`src/hdl/generals_pkg.sv`:
```
package generals_pkg;

    // board geometry
    localparam int BOARD_WIDTH = 10;
    localparam int CELL_COUNT = BOARD_WIDTH * BOARD_WIDTH;
    localparam int COORD_W = 4;
    localparam int TROOP_W = 9;
    localparam int STEP_W = 12;
    localparam int GROWTH_PERIOD = 16;

    localparam logic [COORD_W-1:0] RED_CROWN_H = 4'd2;
    localparam logic [COORD_W-1:0] RED_CROWN_V = 4'd3;
    localparam logic [COORD_W-1:0] BLUE_CROWN_H = 4'd8;
    localparam logic [COORD_W-1:0] BLUE_CROWN_V = 4'd7;

    // opening troop values
    localparam logic [TROOP_W-1:0] RED_CROWN_TROOP = 9'd87;
    localparam logic [TROOP_W-1:0] BLUE_CROWN_TROOP = 9'd89;
    localparam logic [TROOP_W-1:0] RED_CITY_TROOP = 9'd25;
    localparam logic [TROOP_W-1:0] BLUE_CITY_TROOP = 9'd37;

    typedef enum logic [1:0] {NPC, RED, BLUE} player_t;
    typedef enum logic [1:0] {TERRITORY, MOUNTAIN, CROWN, CITY} piece_t;

    // bit 1 set means a move mode
    typedef enum logic [1:0] {
        CHOOSE     = 2'b00,
        MOVE_TOTAL = 2'b10,
        MOVE_HALF  = 2'b11
    } cursor_mode_t;

    // codes 6 and 7 are illegal
    typedef enum logic [2:0] {
        UP          = 3'd0,
        LEFT        = 3'd1,
        DOWN        = 3'd2,
        RIGHT       = 3'd3,
        SELECT      = 3'd4,
        HALF_TOGGLE = 3'd5
    } key_op_t;

    typedef enum logic [2:0] {READY, IN_ROUND, CHECK_WIN, ROUND_SWITCH, GAME_OVER} game_state_t;
    typedef enum logic [1:0] {GROW_NONE, GROW_CITIES, GROW_ALL} grow_t;

    // opening layout, first match wins
    function automatic void opening_cell(
        input  int                 h,
        input  int                 v,
        output player_t            owner,
        output piece_t             piece,
        output logic [TROOP_W-1:0] troop
    );
        owner = NPC;
        piece = TERRITORY;
        troop = '0;
        if (h == RED_CROWN_H && v == RED_CROWN_V) begin
            owner = RED;
            piece = CROWN;
            troop = RED_CROWN_TROOP;
        end else if (h == BLUE_CROWN_H && v == BLUE_CROWN_V) begin
            owner = BLUE;
            piece = CROWN;
            troop = BLUE_CROWN_TROOP;
        end else if (v == 5) begin
            piece = CITY;
        end else if (h + v == 9 && h >= 6) begin
            piece = MOUNTAIN;
        end else if (h >= 2 && h <= 5 && v >= 2 && v <= 5) begin
            owner = RED;
            piece = CITY;
            troop = RED_CITY_TROOP;
        end else if (h >= 7 && v >= 5) begin
            owner = BLUE;
            piece = CITY;
            troop = BLUE_CITY_TROOP;
        end
    endfunction

endpackage

```
`src/hdl/game_controller.sv`:
```
`timescale 1ns/1ps

module game_controller (
    input  logic                                clk_100M,
    input  logic                                reset,
    input  logic                                start,
    input  logic                                op_valid,
    input  generals_pkg::key_op_t               op,
    output logic                                op_taken,
    input  generals_pkg::player_t               cur_owner,
    input  generals_pkg::piece_t                cur_piece,
    input  logic [generals_pkg::TROOP_W-1:0]    cur_troop,
    input  generals_pkg::player_t               dst_owner,
    input  generals_pkg::piece_t                dst_piece,
    input  logic [generals_pkg::TROOP_W-1:0]    dst_troop,
    input  logic                                red_crown_lost,
    input  logic                                blue_crown_lost,
    output logic                                load,
    output logic                                move_en,
    output logic [generals_pkg::COORD_W-1:0]    src_h,
    output logic [generals_pkg::COORD_W-1:0]    src_v,
    output logic [generals_pkg::COORD_W-1:0]    dst_h,
    output logic [generals_pkg::COORD_W-1:0]    dst_v,
    output logic [generals_pkg::TROOP_W-1:0]    dispatch,
    output generals_pkg::player_t               mover,
    output generals_pkg::grow_t                 grow,
    output logic [generals_pkg::COORD_W-1:0]    cursor_h,
    output logic [generals_pkg::COORD_W-1:0]    cursor_v,
    output generals_pkg::cursor_mode_t          cursor_mode,
    output generals_pkg::player_t               current_player,
    output logic                                game_over,
    output generals_pkg::player_t               winner
);
    import generals_pkg::*;

    localparam logic [COORD_W-1:0] EDGE = COORD_W'(BOARD_WIDTH - 1);

    game_state_t        state;
    logic [STEP_W-1:0]  step_cnt;
    logic [STEP_W-1:0]  round_num;
    logic               attack;
    logic               target_ok;

    // the source of a move is always the cursor cell
    assign src_h = cursor_h;
    assign src_v = cursor_v;
    assign mover = current_player;
    assign game_over = (state == GAME_OVER);
    assign load = (state == READY) && start;
    assign round_num = (step_cnt + 1'b1) >> 1;

    // ops arriving before start or after the end are dropped
    assign op_taken = op_valid && ((state == IN_ROUND && !move_en) ||
                                   state == READY || state == GAME_OVER);

    // clamped neighbour of the cursor in the direction of op
    // op stays put until the next capture
    always_comb begin
        dst_h = cursor_h;
        dst_v = cursor_v;
        case (op)
            UP:      dst_v = (cursor_v == '0) ? cursor_v : cursor_v - 1'b1;
            LEFT:    dst_h = (cursor_h == '0) ? cursor_h : cursor_h - 1'b1;
            DOWN:    dst_v = (cursor_v == EDGE) ? cursor_v : cursor_v + 1'b1;
            RIGHT:   dst_h = (cursor_h == EDGE) ? cursor_h : cursor_h + 1'b1;
            default: ;
        endcase
    end

    assign target_ok = {dst_h, dst_v} != {cursor_h, cursor_v};

    // only the value latched on the take edge reaches the cells
    always_ff @(posedge clk_100M) begin
        dispatch <= (cursor_mode == MOVE_HALF) ? cur_troop >> 1 : cur_troop - 1'b1;
    end

    always_ff @(posedge clk_100M or posedge reset) begin
        if (reset) begin
            state <= READY;
            cursor_h <= '0;
            cursor_v <= '0;
            cursor_mode <= CHOOSE;
            current_player <= NPC;
            step_cnt <= '0;
            winner <= NPC;
            move_en <= 1'b0;
            attack <= 1'b0;
            grow <= GROW_NONE;
        end else begin
            move_en <= 1'b0;
            grow <= GROW_NONE;
            case (state)
                READY: begin
                    if (start) begin
                        state <= IN_ROUND;
                        current_player <= RED;
                        cursor_h <= RED_CROWN_H;
                        cursor_v <= RED_CROWN_V;
                        cursor_mode <= CHOOSE;
                        step_cnt <= '0;
                        winner <= NPC;
                    end
                end
                IN_ROUND: begin
                    if (move_en) begin
                        // cells take the move on this edge
                        state <= attack ? CHECK_WIN : ROUND_SWITCH;
                    end else if (op_valid) begin
                        if (cursor_mode == CHOOSE) begin
                            if (op == SELECT) begin
                                if (cur_owner == current_player && cur_troop >= 2) begin
                                    cursor_mode <= MOVE_TOTAL;
                                end
                            end else if (target_ok) begin
                                cursor_h <= dst_h;
                                cursor_v <= dst_v;
                            end
                        end else if (op == SELECT) begin
                            cursor_mode <= CHOOSE;
                        end else if (op == HALF_TOGGLE) begin
                            cursor_mode <= (cursor_mode == MOVE_TOTAL) ? MOVE_HALF : MOVE_TOTAL;
                        end else if (target_ok && dst_piece != MOUNTAIN) begin
                            move_en <= 1'b1;
                            attack <= (dst_owner != NPC) && (dst_owner != current_player);
                        end
                    end
                end
                CHECK_WIN: begin
                    if (red_crown_lost) begin
                        winner <= BLUE;
                        state <= GAME_OVER;
                    end else if (blue_crown_lost) begin
                        winner <= RED;
                        state <= GAME_OVER;
                    end else begin
                        state <= ROUND_SWITCH;
                    end
                end
                ROUND_SWITCH: begin
                    state <= IN_ROUND;
                    cursor_mode <= CHOOSE;
                    step_cnt <= step_cnt + 1'b1;
                    if (current_player == RED) begin
                        current_player <= BLUE;
                        cursor_h <= BLUE_CROWN_H;
                        cursor_v <= BLUE_CROWN_V;
                    end else begin
                        current_player <= RED;
                        cursor_h <= RED_CROWN_H;
                        cursor_v <= RED_CROWN_V;
                    end
                    // growth at the end of every full round
                    if (step_cnt[0]) begin
                        grow <= (round_num % GROWTH_PERIOD == 0) ? GROW_ALL : GROW_CITIES;
                    end
                end
                default: ;
            endcase
        end
    end

    // the cursor square stays the player's own for the whole move mode
    a_mode_owner: assert property (@(posedge clk_100M) disable iff (reset)
        cursor_mode != CHOOSE |-> cur_owner == current_player && cur_piece != MOUNTAIN);

    // a crown can only be lost by the capture that was just made
    a_crown_capture: assert property (@(posedge clk_100M) disable iff (reset)
        state == CHECK_WIN && (red_crown_lost || blue_crown_lost) |->
        $past(dispatch > dst_troop));

endmodule

```
`config.mk`:
```
export PLATFORM = sky130hd
export DESIGN_NAME = game_controller
export DESIGN_NICKNAME = d
export VERILOG_FILES = /design/src/hdl/generals_pkg.sv /design/src/hdl/game_controller.sv
export SDC_FILE = /design/constraint.sdc
export NUM_CORES = 1
export LEC_CHECK = 0
export ABC_AREA = 1
export BUFFER_PORTS_ARGS = -buffer_cell sky130_fd_sc_hd__buf_2
export CAP_MARGIN = 20
export CELL_PAD_IN_SITES_DETAIL_PLACEMENT = 1
export CELL_PAD_IN_SITES_GLOBAL_PLACEMENT = 1
export CORE_MARGIN = 2
export CORE_UTILIZATION = 32
export DETAILED_ROUTE_END_ITERATION = 6
export PLACE_DENSITY = 0.87
export SLEW_MARGIN = 10
export SYNTH_ARGS = -nofsm -noshare
export SYNTH_HDL_FRONTEND = slang
export SYNTH_SLANG_ARGS = --single-unit
```
`constraint.sdc`:
```
create_clock -name clk_100M -period 1.5 [get_ports clk_100M]
set_clock_uncertainty 0.05 [all_clocks]
set_input_delay 0.3 -clock clk_100M [delete_from_list [all_inputs] [get_ports clk_100M]]
set_output_delay 0.3 -clock clk_100M [all_outputs]
set_load 0.02 [all_outputs]
```
==> summary.md <==
| Metric | Value |
|---|---|
| Clk sinks | `35` |
| Core ar. | `between 0.007 and 0.008 mm2` |
| Yosys reg bits | `35` |
| Total CTS buffers | `5` |
| Final HPWL DP | `6400 um` |
| Comb pwr share | `29.8%` |
| Htree depth | `2` |
| R2R Path End | `cursor_h[2]` |
| Mean Syn Cell Area | `6.89 um2` |
| Cell Pwr Density | `578 mW/mm2` |
| Worst path cell trace | `inv_4 > ha_4 > nand3_4 > inv_2 > nand2_2 > nand3_2 > nand3_2 > nand2_2 > inv_2 > buf_6` |
| First-iteration detailed-routing DRC count | `126` |
| GRT Overall Usage | `between 20% and 30%` |
| Normalized max-slew margin | `72.3%` |
| Vias | `between 3,000 and 4,000` |
| Sw frac | `34.1%` |
| Ys flop type | `dfrtp_1` |
| Final period utilization | `135%` |
| Sequential fraction of design power | `39.6%` |
| Tmin final | `2030 ps` |
| CTS tree | `yes` |
| Multi-input combinational cell area | `0.00194 mm2` |
| Final wirelength | `12,200 um` |
| Ports | `82` |
| Final nets | `563` |
| Distinct cell type count of the synthesized netlist | `37` |
| Share of cells above drive strength 1 | `59.0%` |
| Sequential-to-total area share from yosys stat | `33.0%` |
| Worst IR Drop VDD | `0.000475 V` |
| CP arrival | `1680 ps` |
| Routed wire per std cell | `slightly below 20 um` |
| GR Overflow Total | `0` |
| Failing checks | `negative setup slack` |
| P_sw | `0.000868 W` |
| Initial Util | `32.8%` |
| Pin count of the biggest net entering global routing | `27` |
| Fill cells | `971` |
| Num rows | `32` |
| Final ANT Viol Nets | `0` |
| Syn nets | `410` |
| Synthesized netlist cell count | `366` |
| CP max FO | `4` |
| Crit path launch type | `flip-flop` |
| Worst skew pair latency | `between 300 and 400 ps` |
| Pleak | `~2.2 nW` |
| Layout area overhead | `74.9%` |
| Full die area | `0.00860 mm2` |
| DRC viols | `0` |
| Quantity of I/O buffers inserted on ports | `70` |
| Worst-case reg-to-reg path depth | `12` |
| Die W | `about 93 um` |
| Final core utilization | `57.3%` |
| RSZ-0062 raised after global routing | `yes` |
| Die Y | `92.7 um` |
| Initial antenna violation count | `0` |
| Final setup fails | `38` |
| DR vias/cell | `slightly above 5` |
| Number of max-cap violations | `0` |
| Clk root buf | `clkbuf_8` |
| Worst hold path class | `in2async` |
| Status | `finished, violations left` |
| YS warnings | `0` |
| Part of the power in the clock network | `between 30% and 40%` |
| Data required, critical path | `1150 ps` |
| Largest stage delay on the critical path | `460 ps` |
| Crit. End Element | `output port` |
| # diodes | `0` |
| TNS Setup | `-8600 ps` |
| Hold Fails Final Rpt | `0` |
| Reg2reg start | `cursor_h[0]` |
| Worst-Margin Slew | `413 ps` |
| Post-synth ARST share | `74.3%` |
| Max-slew violations | `0` |
| DP Worst Slack | `-183 ps` |
| Routability congestion estimate | `0.911` |
| Setup ws final | `-529 ps` |
| Critical setup path kind | `reg2out` |
| Post-Synthesis Cell Area | `0.00252 mm2` |
| Fmax | `0.493 GHz` |
| Vias in the first global route | `3,313` |
| Flop2flop setup slack | `-350 ps` |
| First-pass GRT wire length | `16,100 um` |
| DRT Pass-1 Iters | `4` |
| Int Pwr | `0.00168 W` |
| Clk buf depth | `2` |
| Reg area | `841 um2` |
| Clk slew on worst S/H paths | `90 ps` |
| CP max-delay cell | `dfrtp_2` |
| Post-synth EDFFs | `0` |
## through the flow
| step | cell area, um2 | std cells | hold WS, ps | total power (W) |
|---|---|---|---|---|
| finish | 4410 | 622 | 50.2 | 0.00255 |
| global route | 4410 | 622 | 71.9 | 0.00266 |
| CTS | 3920 | 607 | 12.9 | 0.00244 |
| detailed placement | 3390 | 577 | 332 | 0.00160 |
| global placement | 3390 | 577 | 325 | 0.00158 |
| floorplan | 2610 | 366 | 290 | 0.00135 |
## synthesized netlist by cell type (4+ instances only)
cell       n  area [um2]
a21oi_1    6        30.0
ha_1       9         113
nand2_2    4        25.0
buf_4     12        90.1
xor2_1     8        70.1
nand2_4    5        56.3
nand2_1  107         402
inv_1     43         161
nor3_1     5        25.0
nand3_1   39         195
o21ai_0   19        95.1
nor2_1    30         113
inv_2      8        30.0
dfrtp_1   26         651
dfxtp_1    9         180
## state kept, by name, summed over array words and instances, names as in the netlist
register	flops
attack	1
current_player	2
cursor_h	4
cursor_mode	2
cursor_v	4
dispatch	9
grow	2
move_en	1
state	3
step_cnt	5
winner	2
## final cells by class
cell class                 instances  share of cell area, %
multi-input combinational        265                   44.0
timing repair buffer             160                   27.1
sequential                        35                   19.1
inverter                          52                   4.80
tap                              102                   2.90
clock buffer                       7                   1.96
clock inverter                     1                  0.199
## metal layers
metal  share of wire, %  wire length (um)  GRT usage, %  vias up
li1                   -                 -             -     1458
met1                 37              4560          25.3     1581
met2                 54              6640          46.0      126
met3                4.1               506          4.39       44
met4                4.4               544          5.88        0
met5                  0                 0             0        -
## power by group through the flow
stage | registers, W | clock network (W) | logic [W]
6_report | 0.00101 | 0.000778 | 0.000760
5_1_grt | 0.00101 | 0.000835 | 0.000813
4_1_cts | 0.00100 | 0.000757 | 0.000683
3_5_place_dp | 0.00102 | 0 | 0.000583
3_3_place_gp | 0.00102 | 0 | 0.000559
2_1_floorplan | 0.00106 | 0 | 0.000293
## cells by family (layout without fill, tap and decap cells)
kind of cell / after synthesis / after routing / share of synthesized area (%)
and+or+nand+nor: 206 / 206 / 37.5
DFF: 35 / 35 / 33.0
buffers and inverters: 66 / 220 / 11.9
adders and majority gates: 9 / 9 / 4.47
xor gates and xnor gates: 10 / 10 / 3.48
AOI/OAI and AO/OA: 40 / 40 / 9.68
## worst max-delay path: cells and delay by family (launching register included)
kind          cells  cell delay (ps)
fa+ha+maj         1              150
buf+inv           4              360
flops             1              460
simple gates      5              410
## what timing repair did
item                                    4_1_cts  5_1_grt
pin swaps                                    23       32
endpoints found under the setup margin       22       40
setup buffers                                22       15
gates resized for setup                      77       94
hold buffers                                  0        0
## placed cells by master (no fill, tap or decap), types with 17 or more instances in the layout
cell and n:
nand3_2 20, inv_2 18, nor2_1 19, buf_6 31, nand2_2 23, buf_4 73
dfrtp_1 18, inv_1 29, nand3_1 17, nand2_1 77, buf_2 55
## worst max path at each step
stage / to / depth (start not counted) / start
finish: dst_h[0] / 10 / cursor_h[1]
global route: dst_h[0] / 10 / cursor_h[1]
CTS: dst_v[3] / 10 / cursor_v[0]
detailed placement: dst_v[0] / 9 / op[2]
global placement: dst_v[2] / 9 / op[2]
floorplan: dst_v[3] / 9 / cursor_v[0]
Note: power is estimated with default switching activity, not from simulation.
