**config.mk**
```make
export PLATFORM = sky130hd
export DESIGN_NAME = board_reader
export DESIGN_NICKNAME = d
export VERILOG_FILES = /design/src/hdl/generals_pkg.sv /design/src/hdl/board_reader.sv
export SDC_FILE = /design/constraint.sdc
export NUM_CORES = 1
export LEC_CHECK = 0
export BUFFER_PORTS_ARGS = -buffer_cell sky130_fd_sc_hd__buf_2
export CAP_MARGIN = 20
export CORE_AREA = 2 2 517 519
export DETAILED_ROUTE_END_ITERATION = 16
export DIE_AREA = 0 0 519 521
export PLACE_DENSITY_LB_ADDON = 0.05
export SLEW_MARGIN = 20
export SYNTH_ARGS = -nofsm -noshare
export SYNTH_HDL_FRONTEND = slang
export SYNTH_SLANG_ARGS = --single-unit
```
**constraint.sdc**
```tcl
create_clock -name vclk -period 7.5
set_clock_uncertainty 0.1 [all_clocks]
set_input_delay 1.5 -clock vclk [all_inputs]
set_output_delay 1.5 -clock vclk [all_outputs]
set_load 0.05 [all_outputs]
```
**src/hdl/generals_pkg.sv**
```systemverilog
package generals_pkg;

    // board geometry
    localparam int BOARD_WIDTH = 10;
    localparam int CELL_COUNT = BOARD_WIDTH * BOARD_WIDTH;
    localparam int COORD_W = 4;
    localparam int TROOP_W = 9;
    localparam int STEP_W = 12;
    localparam int GROWTH_PERIOD = 16;

    localparam logic [COORD_W-1:0] RED_CROWN_H = 4'd2;
    localparam logic [COORD_W-1:0] RED_CROWN_V = 4'd3;
    localparam logic [COORD_W-1:0] BLUE_CROWN_H = 4'd8;
    localparam logic [COORD_W-1:0] BLUE_CROWN_V = 4'd7;

    // opening troop values
    localparam logic [TROOP_W-1:0] RED_CROWN_TROOP = 9'd87;
    localparam logic [TROOP_W-1:0] BLUE_CROWN_TROOP = 9'd89;
    localparam logic [TROOP_W-1:0] RED_CITY_TROOP = 9'd25;
    localparam logic [TROOP_W-1:0] BLUE_CITY_TROOP = 9'd37;

    typedef enum logic [1:0] {NPC, RED, BLUE} player_t;
    typedef enum logic [1:0] {TERRITORY, MOUNTAIN, CROWN, CITY} piece_t;

    // bit 1 set means a move mode
    typedef enum logic [1:0] {
        CHOOSE     = 2'b00,
        MOVE_TOTAL = 2'b10,
        MOVE_HALF  = 2'b11
    } cursor_mode_t;

    // codes 6 and 7 are illegal
    typedef enum logic [2:0] {
        UP          = 3'd0,
        LEFT        = 3'd1,
        DOWN        = 3'd2,
        RIGHT       = 3'd3,
        SELECT      = 3'd4,
        HALF_TOGGLE = 3'd5
    } key_op_t;

    typedef enum logic [2:0] {READY, IN_ROUND, CHECK_WIN, ROUND_SWITCH, GAME_OVER} game_state_t;
    typedef enum logic [1:0] {GROW_NONE, GROW_CITIES, GROW_ALL} grow_t;

    // opening layout, first match wins
    function automatic void opening_cell(
        input  int                 h,
        input  int                 v,
        output player_t            owner,
        output piece_t             piece,
        output logic [TROOP_W-1:0] troop
    );
        owner = NPC;
        piece = TERRITORY;
        troop = '0;
        if (h == RED_CROWN_H && v == RED_CROWN_V) begin
            owner = RED;
            piece = CROWN;
            troop = RED_CROWN_TROOP;
        end else if (h == BLUE_CROWN_H && v == BLUE_CROWN_V) begin
            owner = BLUE;
            piece = CROWN;
            troop = BLUE_CROWN_TROOP;
        end else if (v == 5) begin
            piece = CITY;
        end else if (h + v == 9 && h >= 6) begin
            piece = MOUNTAIN;
        end else if (h >= 2 && h <= 5 && v >= 2 && v <= 5) begin
            owner = RED;
            piece = CITY;
            troop = RED_CITY_TROOP;
        end else if (h >= 7 && v >= 5) begin
            owner = BLUE;
            piece = CITY;
            troop = BLUE_CITY_TROOP;
        end
    endfunction

endpackage

```
**src/hdl/board_reader.sv**
```systemverilog
`timescale 1ns/1ps

module board_reader (
    input  generals_pkg::player_t               cell_owner [generals_pkg::CELL_COUNT],
    input  generals_pkg::piece_t                cell_piece [generals_pkg::CELL_COUNT],
    input  logic [generals_pkg::TROOP_W-1:0]    cell_troop [generals_pkg::CELL_COUNT],
    input  logic [generals_pkg::COORD_W-1:0]    cursor_h,
    input  logic [generals_pkg::COORD_W-1:0]    cursor_v,
    input  logic [generals_pkg::COORD_W-1:0]    dst_h,
    input  logic [generals_pkg::COORD_W-1:0]    dst_v,
    output generals_pkg::player_t               cur_owner,
    output generals_pkg::piece_t                cur_piece,
    output logic [generals_pkg::TROOP_W-1:0]    cur_troop,
    output generals_pkg::player_t               dst_owner,
    output generals_pkg::piece_t                dst_piece,
    output logic [generals_pkg::TROOP_W-1:0]    dst_troop,
    output logic                                red_crown_lost,
    output logic                                blue_crown_lost
);
    import generals_pkg::*;

    localparam int RED_CROWN_IDX = RED_CROWN_H * BOARD_WIDTH + RED_CROWN_V;
    localparam int BLUE_CROWN_IDX = BLUE_CROWN_H * BOARD_WIDTH + BLUE_CROWN_V;

    int cur_idx;
    int dst_idx;

    // cells are laid out h-major
    assign cur_idx = cursor_h * BOARD_WIDTH + cursor_v;
    assign dst_idx = dst_h * BOARD_WIDTH + dst_v;

    assign cur_owner = cell_owner[cur_idx];
    assign cur_piece = cell_piece[cur_idx];
    assign cur_troop = cell_troop[cur_idx];
    assign dst_owner = cell_owner[dst_idx];
    assign dst_piece = cell_piece[dst_idx];
    assign dst_troop = cell_troop[dst_idx];

    assign red_crown_lost = cell_owner[RED_CROWN_IDX] != RED;
    assign blue_crown_lost = cell_owner[BLUE_CROWN_IDX] != BLUE;

endmodule

```
==> impl_metrics.env, run 1 <==
export IMPL_cp_arrival_ns=5.77
export IMPL_ys_seq_area_share_pct=0
export IMPL_num_io_pins=1344
export IMPL_critPathRequiredTime_ns=5.90
export IMPL_cp_slowest_cell="a2111oi_1"
export IMPL_fp_dieH_um=521
export IMPL_drc=0
export IMPL_grt_max_degree=64
export IMPL_hp_start="cell_owner[25]"
export IMPL_firstDrtPassIters=5
export IMPL_core_um2=264000
export IMPL_fin_nets=4479
export IMPL_max_stage_delay_ns=1.12
export IMPL_start_kind="input port"
export IMPL_post_cts_setup_buffer_count=0
export IMPL_drt_iter0_markers=1512
export IMPL_crit_family="compound AO/OA/AOI/OAI gates"
export IMPL_fp_row_count=189
export IMPL_syn_area_per_cell_um2=12.4
export IMPL_setup_viol_count_final=0
export IMPL_ant_nets=0
export IMPL_drt_wl_total_um=253000
export IMPL_gp_congestion=0.816
export IMPL_synth_area_leaders="mux4_2 (61%), mux2i_1 (13%), buf_2 (2.3%)"
export IMPL_slew_viol_final=0
export IMPL_num_clock_buffers=0
export IMPL_netlist_top_cell_by_area="mux4_2"
export IMPL_hp_class="in -> out"
export IMPL_worstPathMaxFanout=16
export IMPL_yosys_area_top_type_share_pct=61.4
export IMPL_max_slew_margin_pct=12.5
export IMPL_syn_area_um2=22400
export IMPL_clock_fmax_ghz=0.136
export IMPL_design_area_um2=35300
export IMPL_setup_worst_path_start="cursor_h[0]"
export IMPL_wire_per_inst_um=37.5
export IMPL_cp_end_kind="output port"
export IMPL_grt_remaining_overflow=0
export IMPL_hold_buffers=0
export IMPL_min_path_cells=3
export IMPL_dpl_instance_area_um2=35100
export IMPL_synth_nets=3141
export IMPL_min_to="blue_crown_lost"
export IMPL_placed_cells=6676
export IMPL_grt_pass1_vias=29200
export IMPL_path_buf_inv=5
export IMPL_post_route_period_util_pct=98.2
export IMPL_final_layout_size_suffix_gt1_share_pct=72.2
export IMPL_rsz0062_at_grt="no"
export IMPL_area_growth_syn_to_layout_pct=57.6
export IMPL_status="finished, final reports clean"
export IMPL_hold_viol=0
export IMPL_syn_inst=1807
export IMPL_fin_setup_tns_ns=0
export IMPL_die_area_um2=270000
export IMPL_vias_per_cell=3.98
export IMPL_die_w_um=519
export IMPL_grt_pass1_wl_um=321000
export IMPL_register_area_um2=0
export IMPL_dp_hpwl_um=225000
export IMPL_maxCapViolCount=0
export IMPL_crit_type="in -> out"
export IMPL_port_buffers=1344
export IMPL_fillers=30500
export IMPL_vias=26800
export IMPL_yosys_warnings=0
export IMPL_path_cells="buf_2 -> ha_1 -> ha_1 -> xor2_4 -> buf_12 -> buf_4 -> nand2_1 -> a21oi_1 -> a311oi_1 -> buf_4 -> a2111oi_1 -> o32a_1 -> buf_2"
export IMPL_final_cell_count_no_fill=6745
export IMPL_dp_slack_ns=-0.0448
export IMPL_period_needed_ns=7.37
export IMPL_antenna_found_initial=225
export IMPL_seq_cells=0
export IMPL_initial_core_util_pct=8.48
export IMPL_synth_cell_types=56
export IMPL_track_usage_pct=17.9
export IMPL_tightest_slew_ns=1.31
export IMPL_setup_ws_ns=0.135
==> metrics by stage <==
stage | hold WS, ns | utilization (%)
3_5_place_dp | 3.31 | 13.3
5_1_grt | 3.33 | 13.3
6_report | 3.31 | 13.4
4_1_cts | 3.31 | 13.3
2_1_floorplan | 3.18 | -
3_3_place_gp | 3.31 | 13.3
==> cell families after synthesis <==
| family | after synthesis | share of synthesized area (%) |
|---|---|---|
| AO/OA/AOI/OAI | 351 | 12.0 |
| adder cells (fa/ha/maj) | 18 | 1.14 |
| XOR/XNOR | 11 | 0.430 |
| multiplexers | 921 | 75.3 |
| buffers and inverters | 260 | 5.77 |
| AND/OR/NAND/NOR | 246 | 5.37 |
==> cells in the mapped netlist (9+ instances only) <==
library cell  number
ha_1              14
nand2_1           74
nand3_1           49
nor2_1            38
a32oi_1           19
buf_1             18
o221ai_1          11
a2111oi_0         30
buf_4             38
a21oi_1           45
mux2i_1          295
and2_1            16
a211oi_1          12
o32a_1            25
o2111ai_1          9
nor2b_1           24
mux2_2            15
nand4_1           11
buf_2            103
o211ai_1          35
o21ai_0           15
a31oi_1           12
a22oi_1           49
clkbuf_1          89
a221oi_1          17
o22ai_1           16
mux4_2           611
o22a_1            13
==> layout by cell type, fill, tap and decap left out, types with 22 or more instances in the layout <==
| cell type | Yosys | routed |
|---|---|---|
| mux2i_1 | 295 | 295 |
| a21oi_1 | 45 | 41 |
| nand3_1 | 49 | 48 |
| buf_12 | 0 | 51 |
| o32a_1 | 25 | 25 |
| buf_4 | 38 | 200 |
| nor2_1 | 38 | 34 |
| diode_2 | 0 | 69 |
| nand2_1 | 74 | 73 |
| nor2b_1 | 24 | 22 |
| a22oi_1 | 49 | 49 |
| buf_2 | 103 | 1337 |
| mux4_2 | 611 | 611 |
| o211ai_1 | 35 | 35 |
==> how the worst max path moves through the flow <==
stage,end,cells after the start
4_1_cts,cur_troop[3],10
2_1_floorplan,cur_troop[7],10
3_3_place_gp,cur_troop[6],14
6_report,cur_owner[1],13
3_5_place_dp,cur_troop[6],14
5_1_grt,cur_troop[1],12
==> per-layer routing <==
| metal | vias to the layer above | wire, um | GRT usage [%] |
|---|---|---|---|
| met4 | 144 | 2420 | 0.794 |
| met3 | 314 | 14700 | 3.99 |
| li1 | 11000 | - | - |
| met2 | 1338 | 133000 | 33.8 |
| met5 | - | 890 | 0 |
| met1 | 14000 | 102000 | 21.4 |
==> cell type report <==
class / count / area, um2 / share of cell area [%]
antenna: 69 / 173 / 0.489
inverter: 6 / 25.0 / 0.0708
multi-input combinational: 1547 / 21500 / 60.8
tap: 3533 / 4420 / 12.5
timing repair buffer: 1590 / 9240 / 26.2
==> worst min-delay path: stages <==
cell and delay (ns):
buf_2 0.14, nand2b_1 0.06, buf_2 0.21
==> repair_timing <==
| action | in CTS | in global routing |
|---|---|---|
| hold endpoints to repair | 0 | 0 |
| gates resized for setup | 1 | 0 |
| endpoints found under the setup margin | 1 | 0 |
==> run 2, diff against run 1 <==
==> constraint.sdc (replaced) <==
create_clock -name vclk -period 7.5
set_clock_uncertainty 0.1 [all_clocks]
set_input_delay 0.375 -clock vclk [all_inputs]
set_output_delay 0.375 -clock vclk [all_outputs]
set_load 0.05 [all_outputs]
==> impl_metrics.env, run 2 (synthesized netlist as in run 1, its figures left out) <==
export IMPL_maxCapViolCount=0
export IMPL_vias=26500
export IMPL_tightest_slew_ns=1.24
export IMPL_crit_end="dst_troop[0]"
export IMPL_initial_core_util_pct=8.48
export IMPL_hold_buffers=0
export IMPL_p_per_area_nw_per_um2=145
export IMPL_cts_repair_resized=0
export IMPL_dp_hpwl_um=221000
export IMPL_seq_power_share_pct=0
export IMPL_crit_type="in -> out"
export IMPL_internal_power_mw=1.74
export IMPL_core_um2=264000
export IMPL_layout_commonest_cell="buf_2"
export IMPL_grt_remaining_overflow=0
export IMPL_wire_per_inst_um=38.5
export IMPL_p_comb_share_pct=100.0
export IMPL_grt_pass1_vias=28600
export IMPL_drt_wl_total_um=254000
export IMPL_power_leakage_nw=13.0
export IMPL_hp_class="in -> out"
export IMPL_gp_congestion=0.799
export IMPL_firstDrtPassIters=5
export IMPL_post_cts_setup_buffer_count=0
export IMPL_antenna_found_initial=278
export IMPL_grt_pass1_wl_um=321000
export IMPL_fp_row_count=189
export IMPL_hp_start="cell_owner[152]"
export IMPL_num_clock_buffers=0
export IMPL_final_layout_size_suffix_gt1_share_pct=71.0
export IMPL_cp_end_kind="output port"
export IMPL_fp_dieH_um=521
export IMPL_status="finished, final reports clean"
export IMPL_fin_nets=4345
export IMPL_power_switching_mw=3.17
export IMPL_seq_cells=0
export IMPL_track_usage_pct=18.0
export IMPL_final_cell_mix="buf_2 (1,342), mux4_2 (611), mux2i_1 (293), buf_4 (97), nand2_1 (73)"
export IMPL_setup_viol_count_final=0
export IMPL_cp_arrival_ns=5.65
export IMPL_die_w_um=519
export IMPL_worstPathMaxFanout=14
export IMPL_setup_worst_path_start="dst_h[1]"
export IMPL_area_growth_syn_to_layout_pct=51.0
export IMPL_rsz0062_at_grt="no"
export IMPL_ir_worst_vdd_uv=58.4
export IMPL_slew_viol_final=0
export IMPL_register_area_um2=0
export IMPL_grt_max_degree=86
export IMPL_power_share_switching_pct=64.6
export IMPL_max_slew_margin_pct=17.6
export IMPL_critPathRequiredTime_ns=7.03
export IMPL_post_route_period_util_pct=81.7
export IMPL_hold_viol=0
export IMPL_p_clk_share_pct=0
export IMPL_vias_per_cell=4.01
export IMPL_fin_setup_tns_ns=0
export IMPL_num_io_pins=1344
export IMPL_clock_fmax_ghz=0.163
export IMPL_drt_iter0_markers=1469
export IMPL_drc=0
export IMPL_die_area_um2=270000
export IMPL_period_needed_ns=6.13
export IMPL_ant_nets=0
export IMPL_hold_ws_ns=1.06
export IMPL_start_kind="input port"
export IMPL_port_buffers=1344
run 2: cell count changes in the layout (fill, tap and decap cells not counted), sizes merged:
| cell | change |
|---|---|
| buf | -134 |
| diode | -14 |
run 2: cell type report:
cell class | count | area [um2]
Antenna cell | 55 | 138
Tap cell | 3533 | 4420
Multi-Input combinational cell | 1547 | 21500
Timing Repair Buffer | 1456 | 7770
Fill cell | 30300 | 231000
Inverter | 6 | 25.0
run 2: worst min path at each step:
stage / end / cells after the start / slack (ns)
after floorplan: blue_crown_lost / 1 / 0.93
after global placement: blue_crown_lost / 3 / 1.07
after detailed placement: blue_crown_lost / 3 / 1.06
after CTS: blue_crown_lost / 3 / 1.07
after global routing: red_crown_lost / 3 / 1.09
final: red_crown_lost / 3 / 1.06
run 2: per-layer routing:
layer	global-route usage (%)	vias to the layer above	part of all wire, %
met4	1.57	174	1.5
met3	4.02	414	6.1
li1	-	10700	-
met1	21.3	13800	40
met5	0	-	0.44
met2	33.8	1393	52
run 2: worst max-delay path, cell delays in order:
cell	delay [ns]
buf_2	0.14
ha_1	0.29
ha_1	0.20
fa_1	0.70
and3b_1	0.23
a21oi_2	0.68
nand3_2	0.88
o221ai_1	0.65
a32oi_1	0.42
mux2i_1	0.63
buf_2	0.37
run 2: stage by stage:
stage	std cells	cell area (um2)	utilization [%]	power [mW]	setup slack, ns
after floorplan	1807	22400	-	2.38	3.28
after global placement	6539	33600	12.7	5.17	1.11
after detailed placement	6541	33700	12.7	5.14	1.15
after CTS	6541	33700	12.7	5.16	1.14
after global routing	6565	33800	12.8	5.22	1.14
final	6597	33800	12.8	4.91	1.37
run 2: power by group through the flow:
stage / sequential [mW] / clock (mW) / combinational, mW
floorplan: 0 / 0 / 2.38
global route: 0 / 0.000000412 / 5.22
finish: 0 / 0.000000248 / 4.91
detailed placement: 0 / 0 / 5.14
CTS: 0 / 0 / 5.16
global placement: 0 / 0 / 5.17
(Power assumes the default switching activity.)
