File: src/hdl/generals_pkg.sv
package generals_pkg;

    // board geometry
    localparam int BOARD_WIDTH = 10;
    localparam int CELL_COUNT = BOARD_WIDTH * BOARD_WIDTH;
    localparam int COORD_W = 4;
    localparam int TROOP_W = 9;
    localparam int STEP_W = 12;
    localparam int GROWTH_PERIOD = 16;

    localparam logic [COORD_W-1:0] RED_CROWN_H = 4'd2;
    localparam logic [COORD_W-1:0] RED_CROWN_V = 4'd3;
    localparam logic [COORD_W-1:0] BLUE_CROWN_H = 4'd8;
    localparam logic [COORD_W-1:0] BLUE_CROWN_V = 4'd7;

    // opening troop values
    localparam logic [TROOP_W-1:0] RED_CROWN_TROOP = 9'd87;
    localparam logic [TROOP_W-1:0] BLUE_CROWN_TROOP = 9'd89;
    localparam logic [TROOP_W-1:0] RED_CITY_TROOP = 9'd25;
    localparam logic [TROOP_W-1:0] BLUE_CITY_TROOP = 9'd37;

    typedef enum logic [1:0] {NPC, RED, BLUE} player_t;
    typedef enum logic [1:0] {TERRITORY, MOUNTAIN, CROWN, CITY} piece_t;

    // bit 1 set means a move mode
    typedef enum logic [1:0] {
        CHOOSE     = 2'b00,
        MOVE_TOTAL = 2'b10,
        MOVE_HALF  = 2'b11
    } cursor_mode_t;

    // codes 6 and 7 are illegal
    typedef enum logic [2:0] {
        UP          = 3'd0,
        LEFT        = 3'd1,
        DOWN        = 3'd2,
        RIGHT       = 3'd3,
        SELECT      = 3'd4,
        HALF_TOGGLE = 3'd5
    } key_op_t;

    typedef enum logic [2:0] {READY, IN_ROUND, CHECK_WIN, ROUND_SWITCH, GAME_OVER} game_state_t;
    typedef enum logic [1:0] {GROW_NONE, GROW_CITIES, GROW_ALL} grow_t;

    // opening layout, first match wins
    function automatic void opening_cell(
        input  int                 h,
        input  int                 v,
        output player_t            owner,
        output piece_t             piece,
        output logic [TROOP_W-1:0] troop
    );
        owner = NPC;
        piece = TERRITORY;
        troop = '0;
        if (h == RED_CROWN_H && v == RED_CROWN_V) begin
            owner = RED;
            piece = CROWN;
            troop = RED_CROWN_TROOP;
        end else if (h == BLUE_CROWN_H && v == BLUE_CROWN_V) begin
            owner = BLUE;
            piece = CROWN;
            troop = BLUE_CROWN_TROOP;
        end else if (v == 5) begin
            piece = CITY;
        end else if (h + v == 9 && h >= 6) begin
            piece = MOUNTAIN;
        end else if (h >= 2 && h <= 5 && v >= 2 && v <= 5) begin
            owner = RED;
            piece = CITY;
            troop = RED_CITY_TROOP;
        end else if (h >= 7 && v >= 5) begin
            owner = BLUE;
            piece = CITY;
            troop = BLUE_CITY_TROOP;
        end
    endfunction

endpackage

File: src/hdl/key_receiver.sv
`timescale 1ns/1ps

module key_receiver (
    input  logic                  clk_100M,
    input  logic                  reset,
    input  logic                  key_req,
    input  logic [2:0]            key_op,
    output logic                  key_ack,
    output logic                  op_valid,
    output generals_pkg::key_op_t op,
    input  logic                  op_taken
);
    import generals_pkg::*;

    typedef enum logic {HS_IDLE, HS_ACK} hs_state_t;

    hs_state_t hs_state;
    logic      capture;
    logic      legal;

    // a new request is only accepted once the last op was consumed
    assign capture = (hs_state == HS_IDLE) && key_req && !op_valid;
    assign legal = key_op <= HALF_TOGGLE;
    assign key_ack = (hs_state == HS_ACK);

    always_ff @(posedge clk_100M or posedge reset) begin
        if (reset) begin
            hs_state <= HS_IDLE;
            op_valid <= 1'b0;
        end else begin
            case (hs_state)
                HS_IDLE: begin
                    if (capture) begin
                        hs_state <= HS_ACK;
                    end
                end
                default: begin
                    // wait for the source to drop req
                    if (!key_req) begin
                        hs_state <= HS_IDLE;
                    end
                end
            endcase
            // illegal codes get an ack but never become pending
            if (capture && legal) begin
                op_valid <= 1'b1;
            end else if (op_taken) begin
                op_valid <= 1'b0;
            end
        end
    end

    always_ff @(posedge clk_100M) begin
        if (capture && legal) begin
            op <= key_op_t'(key_op);
        end
    end

    // the source keeps the op stable for as long as req is high
    a_op_stable: assert property (@(posedge clk_100M) disable iff (reset)
        key_req && $past(key_req) |-> $stable(key_op));

endmodule

File: config.mk
export PLATFORM = sky130hd
export DESIGN_NAME = key_receiver
export DESIGN_NICKNAME = d
export VERILOG_FILES = /design/src/hdl/generals_pkg.sv /design/src/hdl/key_receiver.sv
export SDC_FILE = /design/constraint.sdc
export NUM_CORES = 1
export LEC_CHECK = 0
export BUFFER_PORTS_ARGS = -buffer_cell sky130_fd_sc_hd__buf_2
export CAP_MARGIN = 20
export CORE_AREA = 2 2 39 41
export CTS_CLUSTER_SIZE = 40
export DETAILED_ROUTE_END_ITERATION = 8
export DIE_AREA = 0 0 41 43
export SLEW_MARGIN = 40
export SYNTH_ARGS = -nofsm -noshare
export SYNTH_HDL_FRONTEND = slang
export SYNTH_SLANG_ARGS = --single-unit
File: constraint.sdc
create_clock -name clk_100M -period 4.27 [get_ports clk_100M]
set_clock_uncertainty 0.15 [all_clocks]
set_input_delay 0.2135 -clock clk_100M [delete_from_list [all_inputs] [get_ports clk_100M]]
set_output_delay 0.2135 -clock clk_100M [all_outputs]
set_load 0.005 [all_outputs]
==> run metrics, run 1 <==
CTS tree=built; Mapped Cells=13; final WL=slightly below 400 um; max cap viols=0; clock latency on the worst-skew pair=approximately 0.24 ns; Leak=around 0.15 nW; worst min-delay path category=in -> reg; clock buffer depth=2; worst path required time=3.99 ns; chip height=~43 um; crit-path cells=dlygate4sd3_1, buf_2, and2_1, nor4_1; share of layout cells above drive strength 1=around 50%; Tightest Pin Transition=around 0.54 ns; pin count of the biggest net entering global routing=6; Gates resized, CTS repair=0; Port Buffers=11; clock sink total=5; Final Hold Fails=0; share of the synthesized area in the top cell type=a little under half; Synth area leaders=edfxtp_1 (47%), dfrtp_1 (26%), o41ai_2 (8.5%), inv_1 (5.9%), and2_1 (3.3%); Initial Util=13.8%; I/O pin total=12; gr usage total=under 10%; first-pass GRT wire length=about 620 um; core area=1380 um2; Die Width=~41 um; Hold Buf Count CTS=2; # Post-CTS Setup Buffers=0; DR pass1 iterations=1; register area share after synthesis=~73%; std cell rows=14; Area Overhead vs Synth=63.4%; max-slew violation count=0; Setup Viol. Count Final=0; PwrDens=about 410 nW/um2; Avg WL per Cell=around 8.5 um; Avg Cell Area, Syn=about 15 um2; routability congestion estimate from global placement=0.679; cts bufs inserted=3; RSZ-0062 raised after global routing=no; Iter 0 DRT Violations=0; GRT overflow=0; run status=complete, no violations; Worst EP arrival=1.43 ns; clock slew at reported path FFs=about 0.040 ns; Die Area=1760 um2; number of synthesized flops with an enable pin=3; fin crit period=between 1.5 and 2 ns; via/cell ratio=3.33; vias in the first global route=around 160; Worst VDD drop=between 100 and 150 uV; Worst Setup Start Kind=input port; max incr delay on CP=around 0.53 ns; #FFs+latches synth=5; Slew HR=~63%; Netlist cell types=8; diode count=0; area leader, netlist=edfxtp_1; Synth async-reset ratio=about 40%; root buffer cell=clkbuf_4; Worst setup EP type=flip-flop; initial antenna violation count=0; CP max stage cell=dlygate4sd3_1; total number of yosys warnings=0; vias=~150; final net count=38; CP Class=in -> reg; Synth Flop Type=edfxtp_1; CP max FO=3; drc violations=0; mapped cell area=~190 um2; Antenna Nets Post-Route=0; Tcrit/Tclk final=between 30% and 40%; Net Count, Synth=20; Hold WS=0.0148 ns; Post-Route Setup TNS=0 ns; FMAX=slightly below 600 MHz; H-tree levels=1; top cells by count, synth=edfxtp_1 (3), inv_1 (3), dfrtp_1 (2)
## logic make-up (layout without fill, tap and decap cells)
kind of cell / Yosys count / in the layout / share of synthesized area [%]
flops: 5 / 5 / 73.2
simple gates: 3 / 3 / 9.81
buf+inv: 3 / 20 / 5.88
compound gates: 2 / 2 / 11.1
## routing by layer
metal	track usage, %	vias to the layer above	wire [um]
li1	-	78	-
met5	0	-	0
met2	5.94	14	121
met1	7.19	61	185
met4	6.00	0	0
met3	5.24	0	82
## metrics by stage
stage               utilization, %  area [um2]  power (mW)  cells  setup slack, ns
finish                        22.6         313       0.127     46             2.56
floorplan                        -         191      0.0653     13             2.86
detailed placement            19.3         267      0.0729     40             2.79
global placement              19.3         267      0.0728     40             2.82
global route                  22.6         313       0.137     46             2.48
CTS                           22.6         313       0.131     46             2.56
## placed cells by master (no fill, tap or decap)
| cell | count |
|---|---|
| a21oi_1 | 1 |
| clkbuf_4 | 3 |
| clkbuf_1 | 1 |
| dlygate4sd3_1 | 2 |
| nand2b_1 | 1 |
| buf_2 | 11 |
| o41ai_2 | 1 |
| and2_1 | 1 |
| dfrtp_1 | 2 |
| inv_1 | 3 |
| edfxtp_1 | 3 |
| nor4_1 | 1 |
## where the power goes
group	switching, mW	internal, mW	total (mW)
logic	0.00579	0.00815	0.0139
clock network	0.0189	0.0353	0.0542
registers	0.00327	0.0559	0.0592
## state kept, by name (all words and copies together), names as in the netlist
register  count
key_ack       1
op            3
op_valid      1
## worst paths after layout
check                                           from                    to  slack (ns)  depth (start not counted)
worst max-delay path                       key_op[1]       op[0]$_DFFE_PP_        2.56                          4
worst min-delay path                       key_op[0]       op[0]$_DFFE_PP_        0.01                          1
worst min register to register     key_ack$_DFF_PP0_  op_valid$_DFFE_PP0P_        0.37                          1
max in group asynchronous                      reset  op_valid$_DFFE_PP0P_        3.64                          3
min in group asynchronous                      reset     key_ack$_DFF_PP0_        0.22                          3
worst max register to register  op_valid$_DFFE_PP0P_       op[0]$_DFFE_PP_        2.80                          1
## cell type report
| cell class | count | area [um2] |
|---|---|---|
| fillers | 154 | 1070 |
| flip-flops and latches | 5 | 140 |
| repair buffers | 13 | 75.1 |
| multi-input cells | 5 | 40.0 |
| clock buffers | 4 | 26.3 |
| well taps | 16 | 20.0 |
| inverters | 3 | 11.3 |
## worst max-delay path: cells and delay by family
kind	cells	cell delay [ns]
buf+inv	2	0.65
simple gates	2	0.57
Power figures use the tool's default switching activity.
==> run 2, diff against run 1 <==
==> constraint.sdc (replaced) <==
create_clock -name clk_100M -period 1.7 [get_ports clk_100M]
set_clock_uncertainty 0.15 [all_clocks]
set_input_delay 0.085 -clock clk_100M [delete_from_list [all_inputs] [get_ports clk_100M]]
set_output_delay 0.085 -clock clk_100M [all_outputs]
set_load 0.005 [all_outputs]
==> run 2 against run 1 <==
- power rose to 2.6 times the previous value
- global-route usage rose by 0.40 points
- final cell count rose by 11%
- die area did not move
- hold slack improved by 0.076 ns
- combinational power rose to 3.3 times the previous value
- count of clock-buffer cells in the layout did not move
- non-clock buffer count rose by 5
- critical endpoint is now op[2]$_DFFE_PP_
- largest cell class unchanged
==> run metrics, run 2 (synthesis gave the netlist of run 1 again) <==
routability congestion estimate from global placement=around 0.68; commonest non-fill, non-tap cell in the layout=buf_2; PwrDens=slightly above 900 nW/um2; WP buf/inv=3; Fillers=149; CP max FO=3; root buffer cell=clkbuf_4; pre-CTS WS=0.379 ns; I/O pin total=12; Initial Util=approximately 14%; Seq. cell area=~140 um2; worst path required time=approximately 1.5 ns; Die Width=41 um; max FFs per register=3; RR Endpoint=op[2]$_DFFE_PP_; chip height=about 43 um; CTS tree=built; share of layout cells above drive strength 1=around 46%; Worst Setup Start Kind=input port; CP max stage cell=dlygate4sd3_1; Post-DP HPWL=approximately 320 um; most frequent cells in the layout=buf_2 (11), dlygate4sd3_1 (6), inv_1 (3), clkbuf_4 (3), edfxtp_1 (3); crit-path cells=dlygate4sd3_1, buf_2, and2_1, nor4_1, buf_4; clock latency on the worst-skew pair=approximately 0.24 ns; run status=complete, no violations; clock slew at reported path FFs=0.04 ns; clock sink total=5; FMAX=around 700 MHz; Tcrit/Tclk final=85.0%; std cell rows=14; DP Area=about 270 um2; Leak=~0.17 nW; Worst VDD drop=~250 uV; final WL=between 400 and 500 um; H-tree levels=1; max cap viols=0; Setup Viol. Count Final=0; Avg WL per Cell=8.71 um; diode count=0; Multi-input gate area=approximately 40 um2; pin count of the biggest net entering global routing=6; drc violations=0; Worst setup EP type=flip-flop; # Post-CTS Setup Buffers=0; Crit path max-delay family=buffers and inverters; first-pass GRT wire length=approximately 700 um; cts bufs inserted=3; GRT overflow=0; Worst EP arrival=approximately 1.3 ns; gr usage total=under 10%; DR pass1 iterations=3; Tightest Pin Transition=between 0.2 and 0.25 ns; CP Class=in -> reg; clock buffer depth=2; vias in the first global route=between 150 and 200; setup ws final=0.254 ns; Port Buffers=11; Top reg by flops=op; final instance area=around 360 um2; path depth of the worst reg2reg path=2; fin crit period=~1.4 ns; Area Overhead vs Synth=88.2%; Iter 0 DRT Violations=4; Die Area=between 1500 and 2000 um2; Post-Route Setup TNS=0 ns; initial antenna violation count=0; worst r2r src=op_valid$_DFFE_PP0P_; max incr delay on CP=approximately 0.53 ns; Antenna Nets Post-Route=0; Reg2Reg Setup Slack=0.38 ns; Slew HR=84.4%; worst min-delay path category=in -> async; core area=between 1000 and 1500 um2; Final Hold Fails=0; vias=173; max-slew violation count=0; final net count=43; via/cell ratio=between 3 and 4; RSZ-0062 raised after global routing=no
[run 2: cell types whose count changed in the layout (fill, tap and decap cells not counted), sizes merged]
cell,before,now
dlygate4sd3,2,6
buf,11,12
[run 2: cell type report]
| type | count | area share, % |
|---|---|---|
| clock buffer | 4 | 7.29 |
| inverter | 3 | 3.12 |
| multi-input combinational | 5 | 11.1 |
| sequential | 5 | 38.9 |
| tap | 16 | 5.56 |
| timing repair buffer | 18 | 34.0 |
[run 2: routing by layer]
layer | track usage (%) | routed length (um)
met5 | 0 | 0
met4 | 6.00 | 8
met3 | 4.71 | 71
met2 | 6.88 | 145
met1 | 7.84 | 219
[run 2: tightest hold or removal path: cells and delay by family]
| family | cells | cell delay (ns) |
|---|---|---|
| buf+inv | 3 | 0.74 |
[run 2: metrics by stage]
| stage | utilization, % | total power, mW | std cells | hold WS, ns |
|---|---|---|---|---|
| after global routing | 26.0 | 0.350 | 51 | 0.107 |
| after global placement | 19.8 | 0.186 | 41 | -0.205 |
| final | 26.0 | 0.331 | 51 | 0.0909 |
| after detailed placement | 19.8 | 0.187 | 41 | -0.205 |
| after CTS | 26.0 | 0.337 | 51 | 0.0886 |
| after floorplan | - | 0.164 | 13 | -0.324 |
[run 2: worst max path at each step]
stage,from,end,slack (ns),cells past startpoint
after floorplan,op_valid$_DFFE_PP0P_,op[0]$_DFFE_PP_,0.29,1
after global placement,op_valid$_DFFE_PP0P_,op[0]$_DFFE_PP_,0.40,2
after detailed placement,op_valid$_DFFE_PP0P_,op[0]$_DFFE_PP_,0.38,2
after CTS,key_op[2],op[2]$_DFFE_PP_,0.27,5
after global routing,key_op[2],op[2]$_DFFE_PP_,0.22,5
final,key_op[2],op[2]$_DFFE_PP_,0.25,5
[run 2: report_power, final]
group / internal, mW / switching (mW) / total (mW)
Combinational: 0.0288 / 0.0166 / 0.0454
Sequential: 0.140 / 0.00869 / 0.149
Clock: 0.0887 / 0.0482 / 0.137
[run 2: timing repair]
action | 4_1_cts | 5_1_grt
hold buffers | 6 | 0
resized for setup | 0 | 0
endpoints found under the hold margin | 7 | 0
==> run 3, diff against run 2 <==
--- a/config.mk
+++ b/config.mk
@@ -7,10 +7,13 @@
 export LEC_CHECK = 0
 export BUFFER_PORTS_ARGS = -buffer_cell sky130_fd_sc_hd__buf_2
 export CAP_MARGIN = 20
+export CELL_PAD_IN_SITES_DETAIL_PLACEMENT = 1
+export CELL_PAD_IN_SITES_GLOBAL_PLACEMENT = 1
 export CORE_AREA = 2 2 39 41
 export CTS_CLUSTER_SIZE = 40
 export DETAILED_ROUTE_END_ITERATION = 8
 export DIE_AREA = 0 0 41 43
+export PLACE_DENSITY_LB_ADDON = 0.1
 export SLEW_MARGIN = 40
 export SYNTH_ARGS = -nofsm -noshare
 export SYNTH_HDL_FRONTEND = slang
==> run 3 against run 2 <==
- die area did not move
- core utilization did not move
- clock power barely moved
- count of clock-buffer cells in the layout did not move
- global-route usage did not move
- sequential cell count did not move
- combinational power barely moved
- first-iteration DRC count fell by 100%
- largest power group unchanged
==> run metrics, run 3 (synthesis gave the netlist of run 1 again) <==
clock buffer depth=2; Post-Route Setup TNS=0 ns; initial antenna violation count=0; commonest non-fill, non-tap cell in the layout=buf_2; pin count of the biggest net entering global routing=6; CTS tree=built; worst path required time=1.51 ns; # Post-CTS Setup Buffers=0; Top reg by flops=op; post-layout util=around a quarter; RR Endpoint=op[2]$_DFFE_PP_; Setup Viol. Count Final=0; core area=approximately 1400 um2; Area Overhead vs Synth=88.2%; DR pass1 iterations=1; CP max stage cell=dlygate4sd3_1; Leak=between 0.15 and 0.2 nW; Iter 0 DRT Violations=0; max FFs per register=3; RSZ-0062 raised after global routing=no; drc violations=0; clock sink total=5; Die Area=around 1800 um2; Initial Util=13.8%; final net count=43; CP max FO=3; Worst EP arrival=1.27 ns; GRT overflow=0; Worst setup EP type=flip-flop; vias=180; max cap viols=0; worst r2r src=op_valid$_DFFE_PP0P_; I/O pin total=12; H-tree levels=1; root buffer cell=clkbuf_4; std cell rows=14; most frequent cells in the layout=buf_2 (11), dlygate4sd3_1 (6), inv_1 (3), clkbuf_4 (3), edfxtp_1 (3); gr usage total=about 6.5%; max-slew violation count=0; PwrDens=roughly 910 nW/um2; Slew HR=between 80% and 90%; Reg2Reg Setup Slack=about 0.36 ns; Port Buffers=11; cts bufs inserted=3; chip height=roughly 43 um; Avg WL per Cell=approximately 8.5 um; fin crit period=1.46 ns; FMAX=around 690 MHz; clock slew at reported path FFs=0.04 ns; clock latency on the worst-skew pair=around 0.24 ns; CP Class=in -> reg; Tightest Pin Transition=0.265 ns; path depth of the worst reg2reg path=2; run status=complete, no violations; max incr delay on CP=approximately 0.53 ns; final WL=~440 um; Worst Setup Start Kind=input port; routability congestion estimate from global placement=0.673; worst min-delay path category=in -> async; diode count=0; Final Hold Fails=0; Antenna Nets Post-Route=0; vias in the first global route=166; first-pass GRT wire length=~650 um; via/cell ratio=between 3 and 4; Worst VDD drop=233 uV; crit-path cells=dlygate4sd3_1, buf_2, and2_1, nor4_1, buf_4; Die Width=41 um; share of layout cells above drive strength 1=between 40% and 50%; Tcrit/Tclk final=85.9%
-- run 3: metal layers --
metal	track usage (%)	share of wire, %	vias to the layer above
met5	0	0	-
met4	12.0	5.0	0
met3	1.57	9.6	2
met2	6.56	47	8
met1	7.19	38	82
li1	-	-	88
-- run 3: layout make-up --
cell class              count  area [um2]
flip-flops and latches      5         140
well taps                  16        20.0
repair buffers             18         123
inverters                   3        11.3
multi-input cells           5        40.0
fillers                   168        1020
clock buffers               4        26.3
-- run 3: where the power goes --
| part | internal, mW | switching, mW | leakage (nW) |
|---|---|---|---|
| sequential | 0.140 | 0.00903 | 0.0526 |
| clock | 0.0885 | 0.0455 | 0.0150 |
| combinational | 0.0288 | 0.0163 | 0.104 |
-- run 3: what timing repair did --
item                      4_1_cts  5_1_grt
hold buffers                    6        0
gates resized for setup         0        0
hold endpoints to repair        7        0
-- run 3: worst max-delay path by stage --
stage / startpoint / endpoint / slack, ns / depth (start not counted)
finish: key_op[2] / op[2]$_DFFE_PP_ / 0.24 / 5
global route: key_op[2] / op[2]$_DFFE_PP_ / 0.19 / 5
CTS: key_op[2] / op[2]$_DFFE_PP_ / 0.24 / 5
detailed placement: op_valid$_DFFE_PP0P_ / op[2]$_DFFE_PP_ / 0.36 / 2
global placement: op_valid$_DFFE_PP0P_ / op[2]$_DFFE_PP_ / 0.39 / 2
floorplan: op_valid$_DFFE_PP0P_ / op[0]$_DFFE_PP_ / 0.29 / 1
-- run 3: stage by stage --
step / setup WS [ns] / hold slack (ns) / total power [mW] / cells / area (um2)
after floorplan: 0.293 / -0.324 / 0.164 / 13 / 191
after global placement: 0.389 / -0.210 / 0.186 / 41 / 274
after detailed placement: 0.361 / -0.215 / 0.187 / 41 / 274
after CTS: 0.237 / 0.0836 / 0.337 / 51 / 360
after global routing: 0.191 / 0.111 / 0.348 / 51 / 360
final: 0.241 / 0.0903 / 0.329 / 51 / 360
-- run 3: worst max-delay path, delay by kind of cell --
kind          cells  cell delay (ns)
buf+inv           3             0.83
simple gates      2             0.35
